## src/rtl/mem_consts.svh

```systemverilog
`ifndef MEM_CONSTS_SVH
`define MEM_CONSTS_SVH

// memory geometry

// bank count, bank picked by addr[11:7]
`define MEM_BANKS 32

// words in each bank, word picked by addr[6:2]
`define MEM_BANK_WORDS 32

// wr_size encodings as driven on the port

// single byte at any lane
`define MEM_SIZE_BYTE 2'd0
// halfword in lanes 0-1 or 2-3, addr[0] ignored
`define MEM_SIZE_HALF 2'd1
// full word, addr[1:0] ignored
// code 3 takes the same path
`define MEM_SIZE_WORD 2'd2

`endif
```

## src/rtl/mem_types_pkg.sv

```systemverilog
`default_nettype none

`include "mem_consts.svh"

package mem_types_pkg;

    // one 32-bit data word
    typedef logic [31:0] mem_word_t;

    // byte address from the processor
    // only bits 11:0 reach the array
    typedef logic [31:0] mem_addr_t;

    // bank number, taken from addr[11:7]
    typedef logic [$clog2(`MEM_BANKS)-1:0] bank_sel_t;

    // word within a bank, from addr[6:2]
    typedef logic [$clog2(`MEM_BANK_WORDS)-1:0] word_idx_t;

    // one enable per byte lane
    // bit 0 is data[7:0]
    typedef logic [3:0] byte_en_t;

    // write size code
    typedef logic [1:0] wr_size_t;

endpackage

`default_nettype wire

```

## src/rtl/mem_pipe_pkg.sv

```systemverilog
`default_nettype none

package mem_pipe_pkg;

    // request exactly as it sits on the port
    typedef struct packed {
        // 1 for write, 0 for read
        logic                     rd_wr;
        mem_types_pkg::wr_size_t  wr_size;
        mem_types_pkg::mem_addr_t addr;
        // unshifted, byte or half sits in the low bits
        mem_types_pkg::mem_word_t wr_data;
    } mem_req_t;

    // stage 1 register contents
    typedef struct packed {
        logic                     valid;
        logic                     rd_wr;
        mem_types_pkg::bank_sel_t bank;
        mem_types_pkg::word_idx_t index;
        // lanes touched by a write
        mem_types_pkg::byte_en_t  byte_en;
        // write data already moved into its lanes
        mem_types_pkg::mem_word_t wr_data;
    } decoded_req_t;

    // stage 2 register contents
    typedef struct packed {
        decoded_req_t             req;
        // word read from the bank
        // carries the forwarded value on a same-word hit
        mem_types_pkg::mem_word_t old_word;
    } read_stage_t;

    // bank write port, driven from stage 3
    typedef struct packed {
        logic                     wr_en;
        mem_types_pkg::bank_sel_t bank;
        mem_types_pkg::word_idx_t index;
        // merged word to store
        mem_types_pkg::mem_word_t data;
    } bank_wr_t;

endpackage

`default_nettype wire

```

## src/rtl/mem_write_merge.sv

```systemverilog
`timescale 1ns/1ps
`default_nettype none

module mem_write_merge (
    input  logic                      clk,
    input  logic                      rst_n,
    input  mem_pipe_pkg::read_stage_t rd_item,
    output mem_pipe_pkg::bank_wr_t    wr,
    output logic                      rd_valid,
    output mem_types_pkg::mem_word_t  rd_data
);

    // old word with the new lanes laid over it
    mem_types_pkg::mem_word_t merged;
    logic                     is_write;
    logic                     is_read;

    assign is_write = rd_item.req.valid & rd_item.req.rd_wr;
    assign is_read  = rd_item.req.valid & ~rd_item.req.rd_wr;

    // lane by lane merge
    always_comb begin
        for (int i = 0; i < 4; i++) begin
            if (rd_item.req.byte_en[i]) begin
                merged[8*i +: 8] = rd_item.req.wr_data[8*i +: 8];
            end else begin
                // untouched lane keeps what the bank held
                merged[8*i +: 8] = rd_item.old_word[8*i +: 8];
            end
        end
    end

    // write port back into stage 2
    // commits at the same edge stage 3 registers
    always_comb begin
        wr.wr_en = is_write;
        wr.bank  = rd_item.req.bank;
        wr.index = rd_item.req.index;
        wr.data  = merged;
    end

    // read response strobe, one cycle per read
    always_ff @(posedge clk or negedge rst_n) begin
        if (!rst_n) begin
            rd_valid <= 1'b0;
        end else begin
            rd_valid <= is_read;
        end
    end

    // read data holds until the next read
    always_ff @(posedge clk) begin
        if (is_read) begin
            rd_data <= rd_item.old_word;
        end
    end

endmodule

`default_nettype wire

```

## config.mk

```make
export PLATFORM = sky130hd
export DESIGN_NAME = mem_write_merge
export DESIGN_NICKNAME = d
export VERILOG_FILES = /design/src/rtl/mem_types_pkg.sv /design/src/rtl/mem_pipe_pkg.sv /design/src/rtl/mem_write_merge.sv
export VERILOG_INCLUDE_DIRS = /design/src /design/src/rtl
export SDC_FILE = /design/constraint.sdc
export NUM_CORES = 1
export LEC_CHECK = 0
export BUFFER_PORTS_ARGS = -buffer_cell sky130_fd_sc_hd__buf_2
export CAP_MARGIN = 20
export CORE_ASPECT_RATIO = 1.2
export CORE_MARGIN = 5
export CORE_UTILIZATION = 32
export CTS_CLUSTER_SIZE = 40
export DETAILED_ROUTE_END_ITERATION = 6
export PLACE_DENSITY = 0.76
export SETUP_SLACK_MARGIN = 0.3
export SLEW_MARGIN = 20
export SYNTH_ARGS = -nofsm -noshare
export SYNTH_HDL_FRONTEND = slang
export SYNTH_SLANG_ARGS = --single-unit
```

## constraint.sdc

```tcl
create_clock -name clk -period 0.9 [get_ports clk]
set_clock_uncertainty 0.1 [all_clocks]
set_input_delay 0.225 -clock clk [delete_from_list [all_inputs] [get_ports clk]]
set_output_delay 0.225 -clock clk [all_outputs]
set_load 0.02 [all_outputs]
```

==> flow_summary.ini, run 1 <==
[cells_and_area]
layout-drive-gt1-share_pct = 85.54
final_nets = 323
insertedDiodeCount = 0
nFillCells = 374
layout.cells.non_filler = 302
area_delta_synth_final_pct = 92.06
fin_area_um2 = 3085
multi_input_area_um2 = 503.0
seq_area_um2 = 985.9

[detailed_routing]
drt-total-wl_um = 4947
vias = 1302
final_antenna_net_count = 0
drc = 0
drt-initial-drc-count = 50
wire_per_inst_um = 16.38
drtPass1Iterations = 2
viasPerCell = 4.311

[global_routing]
grt_pass1_wl_um = 6989
track_usage_pct = 14.78
antenna_found_initial = 0
grt_pass1_vias = 1404
grt-ovfl-total = 0
grt_max_degree = 12

[hold_path]
hp-class = primary input to flip-flop
min_from = rd_item[25]

[sta]
rsz0062_at_grt = true
setup_viol = 66
fmax_mhz = 864.2
hold_viol_final = 0
fin_ws_ns = -0.2571
layout_min_cycle_time_ns = 1.157
period_share_pct = 128.6
slew_viol_final = 0
worst_slew_pin_slew_ns = 0.1314
max-slew-margin-rel_pct = 91.22

[floorplanning]
initial_core_util_pct = 32.76
core_area_um2 = 4905
die_area_um2 = 6543
dieWidth_um = 74.68
ios = 158
rows = 28
die_h_um = 87.62

[cts]
root_buffer = clkbuf_8
clk_pin_slew_worst_paths_ns = 0.07
cts_buffer_depth = 2
tritoncts = yes
clock_sink_count = 33
htreeDepth = 2
cts_made_buffers = 5

[outcome]
violations = negative setup slack
status = finished, violations left

[critical_path]
cp-start-kind = flip-flop
required_ns = 0.57
endpoint_kind = output pin
worstSetupStartpoint = rd_data[27]
crit_slowest_cell = edfxtp_1
cp_top_family = flip-flops
critical_path.cell_chain = buf_6
max_stage_delay_ns = 0.40
critPathArrivalTime_ns = 0.83
critical_path_class = flip-flop to output pin
critPathMaxFanout = 1
crit_buf_inv = 1

[logic_synthesis]
netlist_area_um2 = 1607
yosys_warnings = 0
synthCells = 82
ys_ff_latch = 33
yosys-top-cells-area = edfxtp_1 (60%), mux2_4 (30%), buf_4 (5.1%), buf_6 (2.8%), dfrtp_1 (1.6%)
yosysUniqueCellTypes = 7
yosysSeqAreaShare_pct = 61.37
yosysTopAreaCell = edfxtp_1
avgSynthCellArea_um2 = 19.59
synth_top_area_share_pct = 59.81
syn_nets = 164

[place]
dpl.cell_count = 285
portBuffers = 137
pre_cts_ws_ns = -0.4022
gp_congestion = 0.7933
dpl-instance-area_um2 = 2432

[power_and_ir_drop]
ir_drop_mv = 0.9233
power_per_cell_area_nw_per_um2 = 1381
finalPower_mw = 4.263
leakagePower_nw = 1.496

[job]
drv_cap = 0
[Yosys cell counts]
master / instances
buf_4: 11
mux2_4: 32
nor2b_1: 1
buf_6: 4
and2_1: 1
dfrtp_1: 1
edfxtp_1: 32
[layout make-up]
class                      count  share of cell area (%)
sequential                    33                   31.95
clock inverter                 3                  0.5677
multi-input combinational     34                   16.30
tap                           60                   2.433
clock buffer                   5                   2.230
timing repair buffer         167                   46.51
[registers in the layout, indices dropped and copies added (netlist names)]
register / flops
rd_data: 32
rd_valid: 1
[worst paths after layout]
| path | cells past startpoint | end | slack, ns |
|---|---|---|---|
| setup / recovery | 1 | rd_data[27] | -0.26 |
| max in group asynchronous | 2 | rd_valid | 0.46 |
| min in group asynchronous | 2 | rd_valid | 0.16 |
| hold / removal | 1 | rd_data[25] | 0.04 |
[metrics by stage]
step / utilization, % / hold WS, ns / TNS (ns)
floorplan: - / -0.1706 / -14.78
global placement: 49.59 / -0.09894 / -18.10
detailed placement: 49.59 / -0.09788 / -19.09
CTS: 60.51 / 0.02376 / -14.46
global route: 62.91 / 0.02324 / -15.37
finish: 62.91 / 0.03532 / -13.93
[routing by layer]
| layer | up-vias | track usage, % | wire, um |
|---|---|---|---|
| li1 | 616 | - | - |
| met1 | 602 | 13.66 | 1442 |
| met2 | 72 | 29.34 | 3030 |
| met3 | 12 | 3.789 | 366 |
| met4 | 0 | 6.311 | 108 |
| met5 | - | 0 | 0 |
[placed cells by master, fill, tap and decap left out]
cell type	n
buf_2	78
buf_16	3
buf_4	19
dlygate4sd3_1	1
edfxtp_1	32
clkinv_1	1
clkbuf_8	5
mux2_4	32
and2_4	1
clkinv_2	1
clkinv_4	1
buf_6	59
buf_12	6
dfrtp_1	1
clkbuf_16	1
nor2b_4	1
[report_power, final]
group,internal (mW),switching (mW)
clock,0.534,0.523
sequential,1.80,0.0353
combinational,0.789,0.582
[timing repair]
| action | in CTS | in global routing |
|---|---|---|
| endpoints found under the hold margin | 1 | 0 |
| gates cloned | 3 | 1 |
| setup buffers | 3 | 1 |
| pin swaps | 1 | 1 |
| hold buffers | 1 | 0 |
| resized for setup | 104 | 27 |
| setup endpoints to repair | 98 | 99 |
[cells by family after synthesis]
kind of cell | count (synthesis) | share of synthesized area [%]
flip-flops | 33 | 61.37
multiplexers | 32 | 29.91
buffers and inverters | 15 | 7.944
AND/OR/NAND/NOR | 2 | 0.7793
Power figures use the tool's default switching activity.
==> run 2: changes to the inputs <==
Settings changed: ABC_AREA set to 1, CORE_UTILIZATION 32 to 35, PLACE_DENSITY 0.76 to 0.8, RECOVER_POWER set to 100.
Clock period 0.9 ns to 1.07 ns, I/O delays scaled along.
==> flow_summary.ini, run 2 <==
[logic_synthesis]
avgSynthCellArea_um2 = 9.894
yosysTopAreaCell = edfxtp_1
yosysUniqueCellTypes = 8
yosysSeqAreaShare_pct = 65.56
yosys-top-cells-area = edfxtp_1 (64%), nand2_1 (24%), buf_4 (5.5%), buf_6 (3.0%), dfrtp_1 (1.7%)
syn_nets = 234
synth_most_common_cell = nand2_1
ys_ff_latch = 33
synthFlopType = edfxtp_1
synthCells = 152
synthTopCellsByCount = nand2_1 (97), edfxtp_1 (32), buf_4 (11), buf_6 (4), inv_2 (4)
synth-async-reset-ratio_pct = 3.030
synth_edf_count = 32
synth_top_area_share_pct = 63.89
netlist_area_um2 = 1504
yosys_warnings = 0

[cells_and_area]
final_nets = 383
final_common_cell = buf_6
fin_area_um2 = 3867
largest_reg_flops = 32
layout_common_cells = buf_6 (62), nand2_4 (52), buf_2 (37), clkbuf_1 (35), edfxtp_1 (32)
layout-drive-gt1-share_pct = 70.53
area_delta_synth_final_pct = 157.2
top_register = rd_data
largestRegisters = rd_data: 32 flops, rd_valid: 1 flops

[global_routing]
grt.busiest_layer = met2
track_usage_pct = 23.69
grt.met1_usage_pct = 21.65
gr-usage-met3_pct = 6.977
grt_pass1_wl_um = 10250
grt_max_degree = 12
grt_pass1_vias = 1982
antenna_found_initial = 1
grt-ovfl-total = 0
grt_use_met2_pct = 47.54

[sta]
holdWs_ns = 0.1772
fin_setup_tns_ns = -7.636
fmax_mhz = 797.2
worst_slew_pin_slew_ns = 0.3459
setup_viol = 87
fin_ws_ns = -0.1843
max-slew-margin-rel_pct = 76.94
slew_viol_final = 0
layout_min_cycle_time_ns = 1.254
rsz0062_at_grt = true
hold_viol_final = 0
period_share_pct = 117.2

[power_and_ir_drop]
pwr-share-comb_pct = 38.5
swShare_pct = 33.77
internal-power_mw = 2.685
finalPower_mw = 4.053
power_frac_seq_pct = 38.5
ir_drop_mv = 1.072
power_per_cell_area_nw_per_um2 = 1048
leakagePower_nw = 1.682
clkPwrFrac_pct = 23.0
total_switching_power_mw = 1.369

[detailed_routing]
final_antenna_net_count = 0
drt-initial-drc-count = 51
drtPass1Iterations = 4
drc = 0
vias = 1800
drt-total-wl_um = 8671
wire_per_inst_um = 24.15
viasPerCell = 5.014

[cts]
root_buffer = clkbuf_8
cts_made_buffers = 5
htreeDepth = 2
tritoncts = yes
clk_pin_slew_worst_paths_ns = 0.07
clock_sink_count = 33
cts_buffer_depth = 2

[outcome]
status = finished, violations left
violations = negative setup slack

[place]
dp_hpwl_um = 4111
dpl-instance-area_um2 = 2785
pre_cts_ws_ns = -0.2453
portBuffers = 137
gp_congestion = 0.8112

[floorplanning]
core_area_um2 = 4197
dieWidth_um = 69.84
rows = 26
die_area_um2 = 5713
initial_core_util_pct = 35.84
ios = 158
die_h_um = 81.81

[critical_path]
required_ns = 0.70
critical_path_class = flip-flop to output pin
endpoint_kind = output pin
max_stage_delay_ns = 0.41
critical_path.cell_chain = buf_2
critPathArrivalTime_ns = 0.89
crit_slowest_cell = edfxtp_1
critPathMaxFanout = 1
cp_top_family = flip-flops
cp-start-kind = flip-flop
crit_buf_inv = 1

[hold_path]
hp-class = primary input to flip-flop

[job]
drv_cap = 0
## run 2: cell count changes in the layout (fill, tap and decap cells not counted), moves of 2 or more
cell / change
buf_6: +3
nand2_8: +23
nand2_2: +2
buf_4: -19
clkbuf_1: +35
clkbuf_2: +5
buf_12: +3
nand2_4: +52
nand2_1: +20
clkinv_16: +4
buf_2: -41
buf_16: +4
mux2_4: -32
## run 2: cell families after synthesis
kind of cell / share of synthesized area (%)
flops: 65.56
simple gates: 24.46
buf+inv: 9.983
## run 2: stage by stage
stage                     std cells  util [%]
final                           359     92.16
after global routing            359     92.16
after CTS                       358     85.99
after detailed placement        334     66.37
after global placement          334     66.37
after floorplan                 152         -
## run 2: path summary, 6_finish.rpt
path,startpoint,to,cells past startpoint
max in group asynchronous,rst_n,rd_valid,2
min in group asynchronous,rst_n,rd_valid,2
worst max-delay path,rd_data[13],rd_data[13],1
worst min-delay path,rd_item[12],rd_data[12],1
## run 2: power groups by stage
stage          Clock [mW]  Combinational (mW)  Sequential [mW]
2_1_floorplan           0               0.572             1.67
3_3_place_gp            0                1.00             1.56
3_5_place_dp            0                1.02             1.56
4_1_cts             0.915                1.39             1.54
5_1_grt              1.01                1.62             1.56
6_report            0.933                1.56             1.56
## run 2: repair_timing
item	CTS	global route
endpoints found under the hold margin	1	0
endpoints found under the setup margin	98	98
gates cloned	8	0
pin swaps	61	22
hold buffers	1	0
resized for setup	141	66
setup buffers	7	0
## run 2: per-layer routing
metal  vias up  share of wire (%)
li1        771                  -
met1       883                 33
met2       113                 55
met3        33                6.7
met4         0                5.4
met5         -                  0
## run 2: final cells by class
type,count,area [um2]
fillers,142,329.1
multi-input cells,98,1145
diodes,1,2.502
repair buffers,157,1438
well taps,56,70.07
clock inverters,3,17.52
clock buffers,5,68.82
flip-flops and latches,33,985.9
inverters,6,140.1
