==> config.mk <==
export PLATFORM = sky130hd
export DESIGN_NAME = mem_req_decode
export DESIGN_NICKNAME = d
export VERILOG_FILES = /design/src/rtl/mem_types_pkg.sv /design/src/rtl/mem_pipe_pkg.sv /design/src/rtl/mem_req_decode.sv
export VERILOG_INCLUDE_DIRS = /design/src /design/src/rtl
export SDC_FILE = /design/constraint.sdc
export NUM_CORES = 1
export LEC_CHECK = 0
export ABC_AREA = 1
export BUFFER_PORTS_ARGS = -buffer_cell sky130_fd_sc_hd__buf_2
export CELL_PAD_IN_SITES_DETAIL_PLACEMENT = 2
export CELL_PAD_IN_SITES_GLOBAL_PLACEMENT = 2
export CORE_UTILIZATION = 27
export CTS_CLUSTER_DIAMETER = 150
export DETAILED_ROUTE_END_ITERATION = 12
export GPL_TIMING_DRIVEN = 0
export PLACE_DENSITY_LB_ADDON = 0.12
export SLEW_MARGIN = 20
export SYNTH_ARGS = -nofsm -noshare
export SYNTH_HDL_FRONTEND = slang
export SYNTH_SLANG_ARGS = --single-unit
==> constraint.sdc <==
create_clock -name clk -period 3.1 [get_ports clk]
set_clock_uncertainty 0.1 [all_clocks]
set_input_delay 0.775 -clock clk [delete_from_list [all_inputs] [get_ports clk]]
set_output_delay 0.775 -clock clk [all_outputs]
set_load 0.05 [all_outputs]
==> src/rtl/mem_consts.svh <==
`ifndef MEM_CONSTS_SVH
`define MEM_CONSTS_SVH

// memory geometry

// bank count, bank picked by addr[11:7]
`define MEM_BANKS 32

// words in each bank, word picked by addr[6:2]
`define MEM_BANK_WORDS 32

// wr_size encodings as driven on the port

// single byte at any lane
`define MEM_SIZE_BYTE 2'd0
// halfword in lanes 0-1 or 2-3, addr[0] ignored
`define MEM_SIZE_HALF 2'd1
// full word, addr[1:0] ignored
// code 3 takes the same path
`define MEM_SIZE_WORD 2'd2

`endif
==> src/rtl/mem_types_pkg.sv <==
`default_nettype none

`include "mem_consts.svh"

package mem_types_pkg;

    // one 32-bit data word
    typedef logic [31:0] mem_word_t;

    // byte address from the processor
    // only bits 11:0 reach the array
    typedef logic [31:0] mem_addr_t;

    // bank number, taken from addr[11:7]
    typedef logic [$clog2(`MEM_BANKS)-1:0] bank_sel_t;

    // word within a bank, from addr[6:2]
    typedef logic [$clog2(`MEM_BANK_WORDS)-1:0] word_idx_t;

    // one enable per byte lane
    // bit 0 is data[7:0]
    typedef logic [3:0] byte_en_t;

    // write size code
    typedef logic [1:0] wr_size_t;

endpackage

`default_nettype wire

==> src/rtl/mem_pipe_pkg.sv <==
`default_nettype none

package mem_pipe_pkg;

    // request exactly as it sits on the port
    typedef struct packed {
        // 1 for write, 0 for read
        logic                     rd_wr;
        mem_types_pkg::wr_size_t  wr_size;
        mem_types_pkg::mem_addr_t addr;
        // unshifted, byte or half sits in the low bits
        mem_types_pkg::mem_word_t wr_data;
    } mem_req_t;

    // stage 1 register contents
    typedef struct packed {
        logic                     valid;
        logic                     rd_wr;
        mem_types_pkg::bank_sel_t bank;
        mem_types_pkg::word_idx_t index;
        // lanes touched by a write
        mem_types_pkg::byte_en_t  byte_en;
        // write data already moved into its lanes
        mem_types_pkg::mem_word_t wr_data;
    } decoded_req_t;

    // stage 2 register contents
    typedef struct packed {
        decoded_req_t             req;
        // word read from the bank
        // carries the forwarded value on a same-word hit
        mem_types_pkg::mem_word_t old_word;
    } read_stage_t;

    // bank write port, driven from stage 3
    typedef struct packed {
        logic                     wr_en;
        mem_types_pkg::bank_sel_t bank;
        mem_types_pkg::word_idx_t index;
        // merged word to store
        mem_types_pkg::mem_word_t data;
    } bank_wr_t;

endpackage

`default_nettype wire

==> src/rtl/mem_req_decode.sv <==
`timescale 1ns/1ps
`default_nettype none

`include "mem_consts.svh"

module mem_req_decode (
    input  logic                       clk,
    input  logic                       rst_n,
    input  logic                       en,
    input  mem_pipe_pkg::mem_req_t     req,
    output logic                       ready,
    output mem_pipe_pkg::decoded_req_t dec
);

    // next stage 1 contents
    mem_pipe_pkg::decoded_req_t dec_d;
    // stage 1 payload, no reset
    mem_pipe_pkg::decoded_req_t dec_q;
    logic                       valid_q;
    // byte offset inside the word
    logic [1:0]                 lane;
    // size used for lane decode
    mem_types_pkg::wr_size_t    size;

    assign lane = req.addr[1:0];

    // reads go down the full word path
    assign size = req.rd_wr ? req.wr_size : `MEM_SIZE_WORD;

    always_comb begin
        // accepted only when both strobe and ready are up
        dec_d.valid = en & ready;
        dec_d.rd_wr = req.rd_wr;
        // address split
        dec_d.bank  = req.addr[11:7];
        dec_d.index = req.addr[6:2];
        case (size)
            `MEM_SIZE_BYTE: begin
                // one lane, picked by addr[1:0]
                dec_d.byte_en = mem_types_pkg::byte_en_t'(4'b0001 << lane);
                dec_d.wr_data = {24'h0, req.wr_data[7:0]} << {lane, 3'b000};
            end
            `MEM_SIZE_HALF: begin
                // upper or lower half by addr[1]
                if (lane[1]) begin
                    dec_d.byte_en = 4'b1100;
                    dec_d.wr_data = {req.wr_data[15:0], 16'h0};
                end else begin
                    dec_d.byte_en = 4'b0011;
                    dec_d.wr_data = {16'h0, req.wr_data[15:0]};
                end
            end
            default: begin
                // word and code 3, all lanes
                dec_d.byte_en = 4'b1111;
                dec_d.wr_data = req.wr_data;
            end
        endcase
    end

    // control flops
    always_ff @(posedge clk or negedge rst_n) begin
        if (!rst_n) begin
            ready   <= 1'b0;
            valid_q <= 1'b0;
        end else begin
            // up from the first edge out of reset
            ready   <= 1'b1;
            valid_q <= dec_d.valid;
        end
    end

    // payload only loads on an accepted request
    always_ff @(posedge clk) begin
        if (dec_d.valid) begin
            dec_q <= dec_d;
        end
    end

    always_comb begin
        dec       = dec_q;
        dec.valid = valid_q;
    end

endmodule

`default_nettype wire

==> results, run 1 <==
- The maximum buffer depth of the clock tree is 2.
- The clock tree synthesis step divided the H-tree into 2 levels.
- The total clock sinks is 49.
- The pin count of the biggest net entering global routing is 35.
- The TritonCTS clock tree is yes.
- VDD sags by at most 0.200 mV.
- The commonest non-fill, non-tap cell in the layout is sky130_fd_sc_hd__buf_2.
- Adding up every negative setup slack in the final design gives 0 ns.
- The area added between synthesis and finish is 31.2%.
- The first-pass detailed-route iteration total is 4.
- Setup violations remaining at the end of the flow were counted as 0.
- The global route total overflow is 0.
- The kind of cell with the highest combined delay along the critical path is flip-flops.
- Summed over all cells, the static leakage comes to 1.44 nW.
- The cell area that synthesis handed to floorplanning was 2310 um2.
- In this run the worst path has a maximum fanout of 1.
- The internal power is 1.00 mW.
- The cell sitting at the root of the clock tree is a sky130_fd_sc_hd__clkbuf_8.
- The worst path needs 1.86 ns of the cycle, external delays included.
- The type of element launching the critical path is a flop.
- In this run the core area contains 33 standard-cell rows.
- For this run, the total global-route usage over all layers was measured as 16.8%.
- The net total in the final layout is 412.
- The multi-input combinational cells in the finished layout cover a total of 654 um2.
- The core region is 8260 um2.
- Static timing analysis puts the maximum clock frequency at 537 MHz.
- The layout has 985 filler cells.
- Together, buffers and inverters on the worst path number 2.
- In this run, the number of DRC markers left after iteration 0 of detailed routing was 71.
- The cell count after placement is 440.
- Sequential cells were found to cover 63.1% of the synthesized design area.
- The share of total power dissipated in combinational logic is 19.4%.
- The average cell area after synthesis is 9.69 um2.
- Leaving out fill and tap cells, the most frequent cells in the layout are sky130_fd_sc_hd__buf_2 (101), sky130_fd_sc_hd__nand2_1 (65), sky130_fd_sc_hd__edfxtp_1 (47).
- For the worst setup path, the data required time is 2.22 ns.
- At the worst endpoint, the arrival time is 0.99 ns.
- The worst setup path is captured at an output pin.
- The number of unique standard cell types used by synthesis is 17.
- The finished layout holds 448 standard cells, fillers aside.
- The fraction of power consumed by the clock network is 27.7%.
- The ratio of routed vias to standard cells is 4.53.
- The routed design has 7.16 mm of wire.
- For this run, the number of Yosys warnings is 0.
- The number of instances resized during post-cts repair is 0.
- The number of register bits inferred by synthesis is 49.
- Dividing total power by cell area gives a power density of 478 nW/um2.
- The initial antenna violation count is 0.
- Synthesis produced a netlist with a net count of 309.
- Counting the buffers created by CTS gives 5.
- The largest single stage delay on the critical path is 0.37 ns.
- The cell count after synthesis is 239.
- The count of max-cap constraint violations is 0.
- The number of slew-limit violations in the final report is 0.
- The weighted congestion reported at the end of routability-driven placement is 0.755.
- The critical path goes through buf_4, buf_2.
- Post-CTS timing repair inserted 0 buffers for setup.
- The die is 94.6 um tall.
- The run finished with clean final reports.
- The wire length per cell is 16.0 um.
- The total inserted antenna cells is 0.
- The horizontal die dimension is 94.6 um.
- The count of buffers inserted at the top-level ports is 95.
- In this run the power spent charging and discharging nets is 450 uW.
- Of the cells placed in the final design, the portion with a size suffix greater than 1 is 37.0%.
- The slowest stage of the critical path belongs to the cell sky130_fd_sc_hd__dfrtp_1.
- The detailed placer's ending HPWL is 5.47 mm.
- Setup repair after global routing left no endpoint under its margin.
- Summing over every cut layer, the via total after detailed routing is 2030.
- The count of final hold-check violations was 0.
- The register area is 1460 um2.
- The kind of critical path is reg2out.
- The die covers 8950 um2.
- The initial utilization of the core area, before any placement, comes to 28.0%.
- The clock latency on the worst-skew pair is 0.30 ns.
- The count of antenna-violating nets left after detailed routing is 0.
- The first global-routing pass estimated 11.2 mm of wire.
- The via count of the first global-routing pass is 2244.
- In this run the worst hold path is classified as in2async.
- After detailed routing, the number of remaining DRC violations is 0.
- 119 I/O pins were placed.
- Of the available clock period, the critical path in the final layout requires 60.1%.
- After clock tree synthesis, the clock-pin slew on the worst setup and hold paths is 0.09 ns.
- The proportion of total power due to net switching is 31.0%.
- The count of hold buffers inserted by post-cts repair is 0.
- The share of power burned in registers is 53.0%.
[power groups by stage]
stage | registers (mW) | logic [mW] | clock network [mW]
floorplan | 0.881 | 0.0902 | 0
global placement | 0.784 | 0.276 | 0
detailed placement | 0.785 | 0.286 | 0
CTS | 0.770 | 0.287 | 0.420
global route | 0.772 | 0.307 | 0.442
finish | 0.769 | 0.281 | 0.402
[state kept, by name, indices dropped and copies added (netlist names)]
name and flops:
ready 1, dec 47, valid_q 1
[synthesized netlist by cell type]
cell type,count,area (um2)
sky130_fd_sc_hd__a21oi_4,1,16.3
sky130_fd_sc_hd__buf_2,6,30.0
sky130_fd_sc_hd__buf_4,3,22.5
sky130_fd_sc_hd__buf_6,3,33.8
sky130_fd_sc_hd__conb_1,1,3.75
sky130_fd_sc_hd__dfrtp_1,2,50.1
sky130_fd_sc_hd__edfxtp_1,47,1410
sky130_fd_sc_hd__inv_1,28,105
sky130_fd_sc_hd__inv_2,2,7.51
sky130_fd_sc_hd__nand2_1,65,244
sky130_fd_sc_hd__nand2_2,3,18.8
sky130_fd_sc_hd__nand2_4,1,11.3
sky130_fd_sc_hd__nand3_1,32,160
sky130_fd_sc_hd__nor2_1,33,124
sky130_fd_sc_hd__nor2_4,2,22.5
sky130_fd_sc_hd__o21ai_0,9,45.0
sky130_fd_sc_hd__o21ai_2,1,8.76
[cell type report]
class	instances	share of cell area [%]
clock buffers	5	2.27
clock inverters	3	0.865
inverters	30	3.71
multi-input cells	148	21.5
well taps	105	4.33
flip-flops and latches	49	48.1
repair buffers	96	16.3
plain buffers	12	2.84
[stage by stage]
stage	setup slack, ns	power [mW]	utilization [%]	hold slack (ns)	area [um2]
after floorplan	0.825	0.971	-	0.379	2310
after global placement	0.294	1.06	35.4	0.460	2920
after detailed placement	1.18	1.07	35.6	0.464	2940
after CTS	1.22	1.48	36.8	0.134	3040
after global routing	1.19	1.52	36.8	0.126	3040
final	1.24	1.45	36.8	0.140	3040
[per-layer routing]
metal  vias up  share of wire, %  track usage [%]
met4         0               1.1             4.55
li1        971                 -                -
met1       982                44             20.9
met3         4               6.0             2.74
met2        73                49             30.0
met5         -                 0                0
[kinds of logic (layout without fill, tap and decap cells)]
logic type / count (synthesis) / in the layout / share of synthesized area, %
AO/OA/AOI/OAI: 11 / 11 / 3.03
other: 1 / 1 / 0.162
flip-flops: 49 / 49 / 63.1
buffers and inverters: 42 / 146 / 8.59
AND/OR/NAND/NOR: 136 / 136 / 25.1
[worst paths after layout]
kind	end	slack (ns)	from	cells after the start
setup / recovery	dec[47]	1.24	valid_q$_DFF_PN0_	2
hold / removal	valid_q$_DFF_PN0_	0.14	rst_n	1
setup reg to reg	dec[38]$_DFFE_PP_	1.69	ready$_DFF_PN0_	3
hold reg to reg	valid_q$_DFF_PN0_	0.62	ready$_DFF_PN0_	2
max in group asynchronous	ready$_DFF_PN0_	2.67	rst_n	1
min in group clk	dec[39]$_DFFE_PP_	0.54	req[37]	1
Note: power is estimated with default switching activity, not from simulation.
==> run 2: changes to the inputs <==
Settings changed: CORE_UTILIZATION 27 to 25.
Clock period 3.1 ns to 1.9 ns, I/O delays scaled along.
==> results, run 2 (synthesis results as in run 1) <==
- The run finished, with violations left.
- The checks that failed: design-rule violations.
- Setup repair after global routing left no endpoint under its margin.
- Max-cap violations in this run came to 0.
- The via count of the first global-routing pass is 2199.
- The H-tree generated during clock tree synthesis spans 2 levels.
- The leakage power summed over all cells is 1.45 nW.
- The cell count after placement is 442.
- The total inserted antenna cells is 0.
- The number of flip-flops under the largest register name is 47.
- After global routing the overflow that remains totals 0.
- The number of slew-limit violations in the final report was 0.
- Global routing used 16.2% of the available tracks.
- The maximum buffer depth of the clock tree is 2.
- The effective utilization at floorplan is 26.2%.
- STA classifies the critical path startpoint as a flop.
- Once the clock tree was built, the setup fixing pass inserted 0 buffers.
- The area added between synthesis and finish is 33.2%.
- The area of the die is 9650 um2.
- The layout has 1036 filler cells.
- The top cell types in the final layout, fill and taps aside, are sky130_fd_sc_hd__buf_2 (101), sky130_fd_sc_hd__nand2_1 (65), sky130_fd_sc_hd__edfxtp_1 (47).
- The source of the worst hold timing path is req[36].
- Walking the worst path, the cells encountered are nand2_1, clkinvlp_4.
- The commonest non-fill, non-tap cell in the layout is sky130_fd_sc_hd__buf_2.
- The TritonCTS clock tree is yes.
- The wire length per cell is 16.5 um.
- The share of final-layout standard cells stronger than drive strength 1 is 36.9%.
- The height of the die is 98.2 um.
- Row generation in the floorplan step produced 34 rows.
- The critical path capture point type is a flop.
- The total clock sinks is 49.
- Measured against its own limit, the worst slew margin works out to 61.1%.
- Entering global routing, the biggest net connects 25 pins.
- The initial antenna violation count came to 0.
- The number of buffers and inverters on the critical path is 1.
- The count of buffers inserted at the top-level ports is 95.
- The ratio of routed vias to standard cells is 4.49.
- Clock-pin slew was measured on the worst setup and hold paths at 0.10 ns.
- The worst setup path is of the reg2reg kind.
- For this run, the detailed router's first-pass iteration total came to 8.
- IR analysis of the VDD net gives a maximum drop of 0.279 mV.
- For this block, the routed nets add up to 7.44 mm of wire.
- Final hold analysis gives a worst-case slack of 0.242 ns.
- Prior to clock tree synthesis, the placed netlist has a worst setup slack of -0.383 ns.
- The number of setup violations in the final report is 0.
- The floorplan core area is 8850 um2.
- In this run the remaining antenna-violating nets after routing total 0.
- Of all nets on the critical path, the largest fanout is 24.
- The number of design-rule violations left by the first detailed-router iteration is 46.
- The number of top-level pins is 119.
- The number of clock buffers added by TritonCTS is 5.
- The first global-routing pass estimated 11.8 mm of wire.
- The minimum period implied by the final worst setup slack is 1.67 ns.
- The count of final hold-check violations is 0.
- The net total in the final layout is 413.
- The weighted congestion reported at the end of routability-driven placement is 0.697.
- The path class of the tightest hold or removal check is in2reg.
- The startpoint of the most critical register-to-register path is ready$_DFF_PN0_.
- The slowest stage of the critical path is the sky130_fd_sc_hd__clkinvlp_4 cell.
- The horizontal die dimension is 98.2 um.
- At the later pin of the worst-skew pair, clock insertion delay measures 0.30 ns.
- For the pin with the worst max-slew slack, the measured transition is 0.582 ns.
- The fraction of the cycle the final worst path needs is 87.6%.
- The routed layout has 2030 vias.
- At the worst endpoint, the required time is 1.68 ns.
- Setup slack closes at 0.235 ns.
- Static timing analysis puts the maximum clock frequency at 601 MHz.
- The kind of cell with the highest combined delay along the critical path is buffers and inverters.
- The power density relative to cell area is 855 nW/um2.
- The post-route non-filler standard cell count is 452.
- The cell sitting at the root of the clock tree is a sky130_fd_sc_hd__clkbuf_8.
- For this run, design rule violations remaining after detail routing come to 8.
- The source of the critical timing path is ready$_DFF_PN0_.
- STA puts the critical path data arrival time at 1.45 ns.
- The stage delay of the slowest cell on the critical path is 0.54 ns.
- The detailed placer's ending HPWL is 5.35 mm.
[run 2: cell count changes in the layout (fill, tap and decap cells not counted), sizes merged]
cell	before	now
buf	108	107
inv	31	30
bufinv	0	2
dlygate4sd3	0	1
[run 2: where the power goes]
part           total (mW)  internal (mW)  switching (mW)
clock network       0.920          0.530           0.389
logic               0.462          0.122           0.340
registers            1.26           1.24          0.0120
total                2.64           1.90           0.741
[run 2: cell type report]
cell class,instances,area (um2),area share (%)
buffer,12,86.3,2.80
clock buffer,5,68.8,2.23
clock inverter,3,68.8,2.23
inverter,30,116,3.77
multi-input combinational,148,654,21.2
sequential,49,1460,47.4
tap,108,135,4.38
timing repair buffer,96,485,15.7
timing repair inverter,1,7.51,0.243
[run 2: repair_timing]
action / 4_1_cts / 5_1_grt
gates resized for setup: 1 / 0
hold buffers: 1 / 0
setup endpoints to repair: 48 / 0
hold endpoints to repair: 2 / 0
[run 2: metal layers]
| metal | wire length [um] | vias up | GRT usage [%] |
|---|---|---|---|
| met5 | 0 | - | 0 |
| met4 | 68 | 0 | 4.48 |
| met3 | 464 | 5 | 2.72 |
| met2 | 3550 | 73 | 27.8 |
| met1 | 3350 | 981 | 21.2 |
| li1 | - | 971 | - |
[run 2: worst register-to-register path, stage by stage (launching register included)]
cell and delay, ns:
sky130_fd_sc_hd__dfrtp_1 0.39, sky130_fd_sc_hd__nand2_1 0.20, sky130_fd_sc_hd__clkinvlp_4 0.54
[run 2: stage by stage]
step                      setup TNS, ns  cell area [um2]  total power, mW  utilization (%)
after CTS                             0             3080             2.67             34.9
after global placement           -15.45             2930             1.73             33.1
after detailed placement         -18.12             2930             1.75             33.1
after global routing                  0             3080             2.75             34.9
after floorplan                       0             2320             1.58                -
final                                 0             3080             2.64             34.9
[run 2: final timing paths]
kind                       slack, ns  depth (start not counted)                end
setup / recovery                0.23                          2  dec[39]$_DFFE_PP_
hold / removal                  0.24                          1  dec[38]$_DFFE_PP_
setup reg to reg                0.23                          2  dec[39]$_DFFE_PP_
hold reg to reg                 1.00                          2  valid_q$_DFF_PN0_
max in group asynchronous       1.22                          2    ready$_DFF_PN0_
min in group asynchronous       0.39                          2  valid_q$_DFF_PN0_
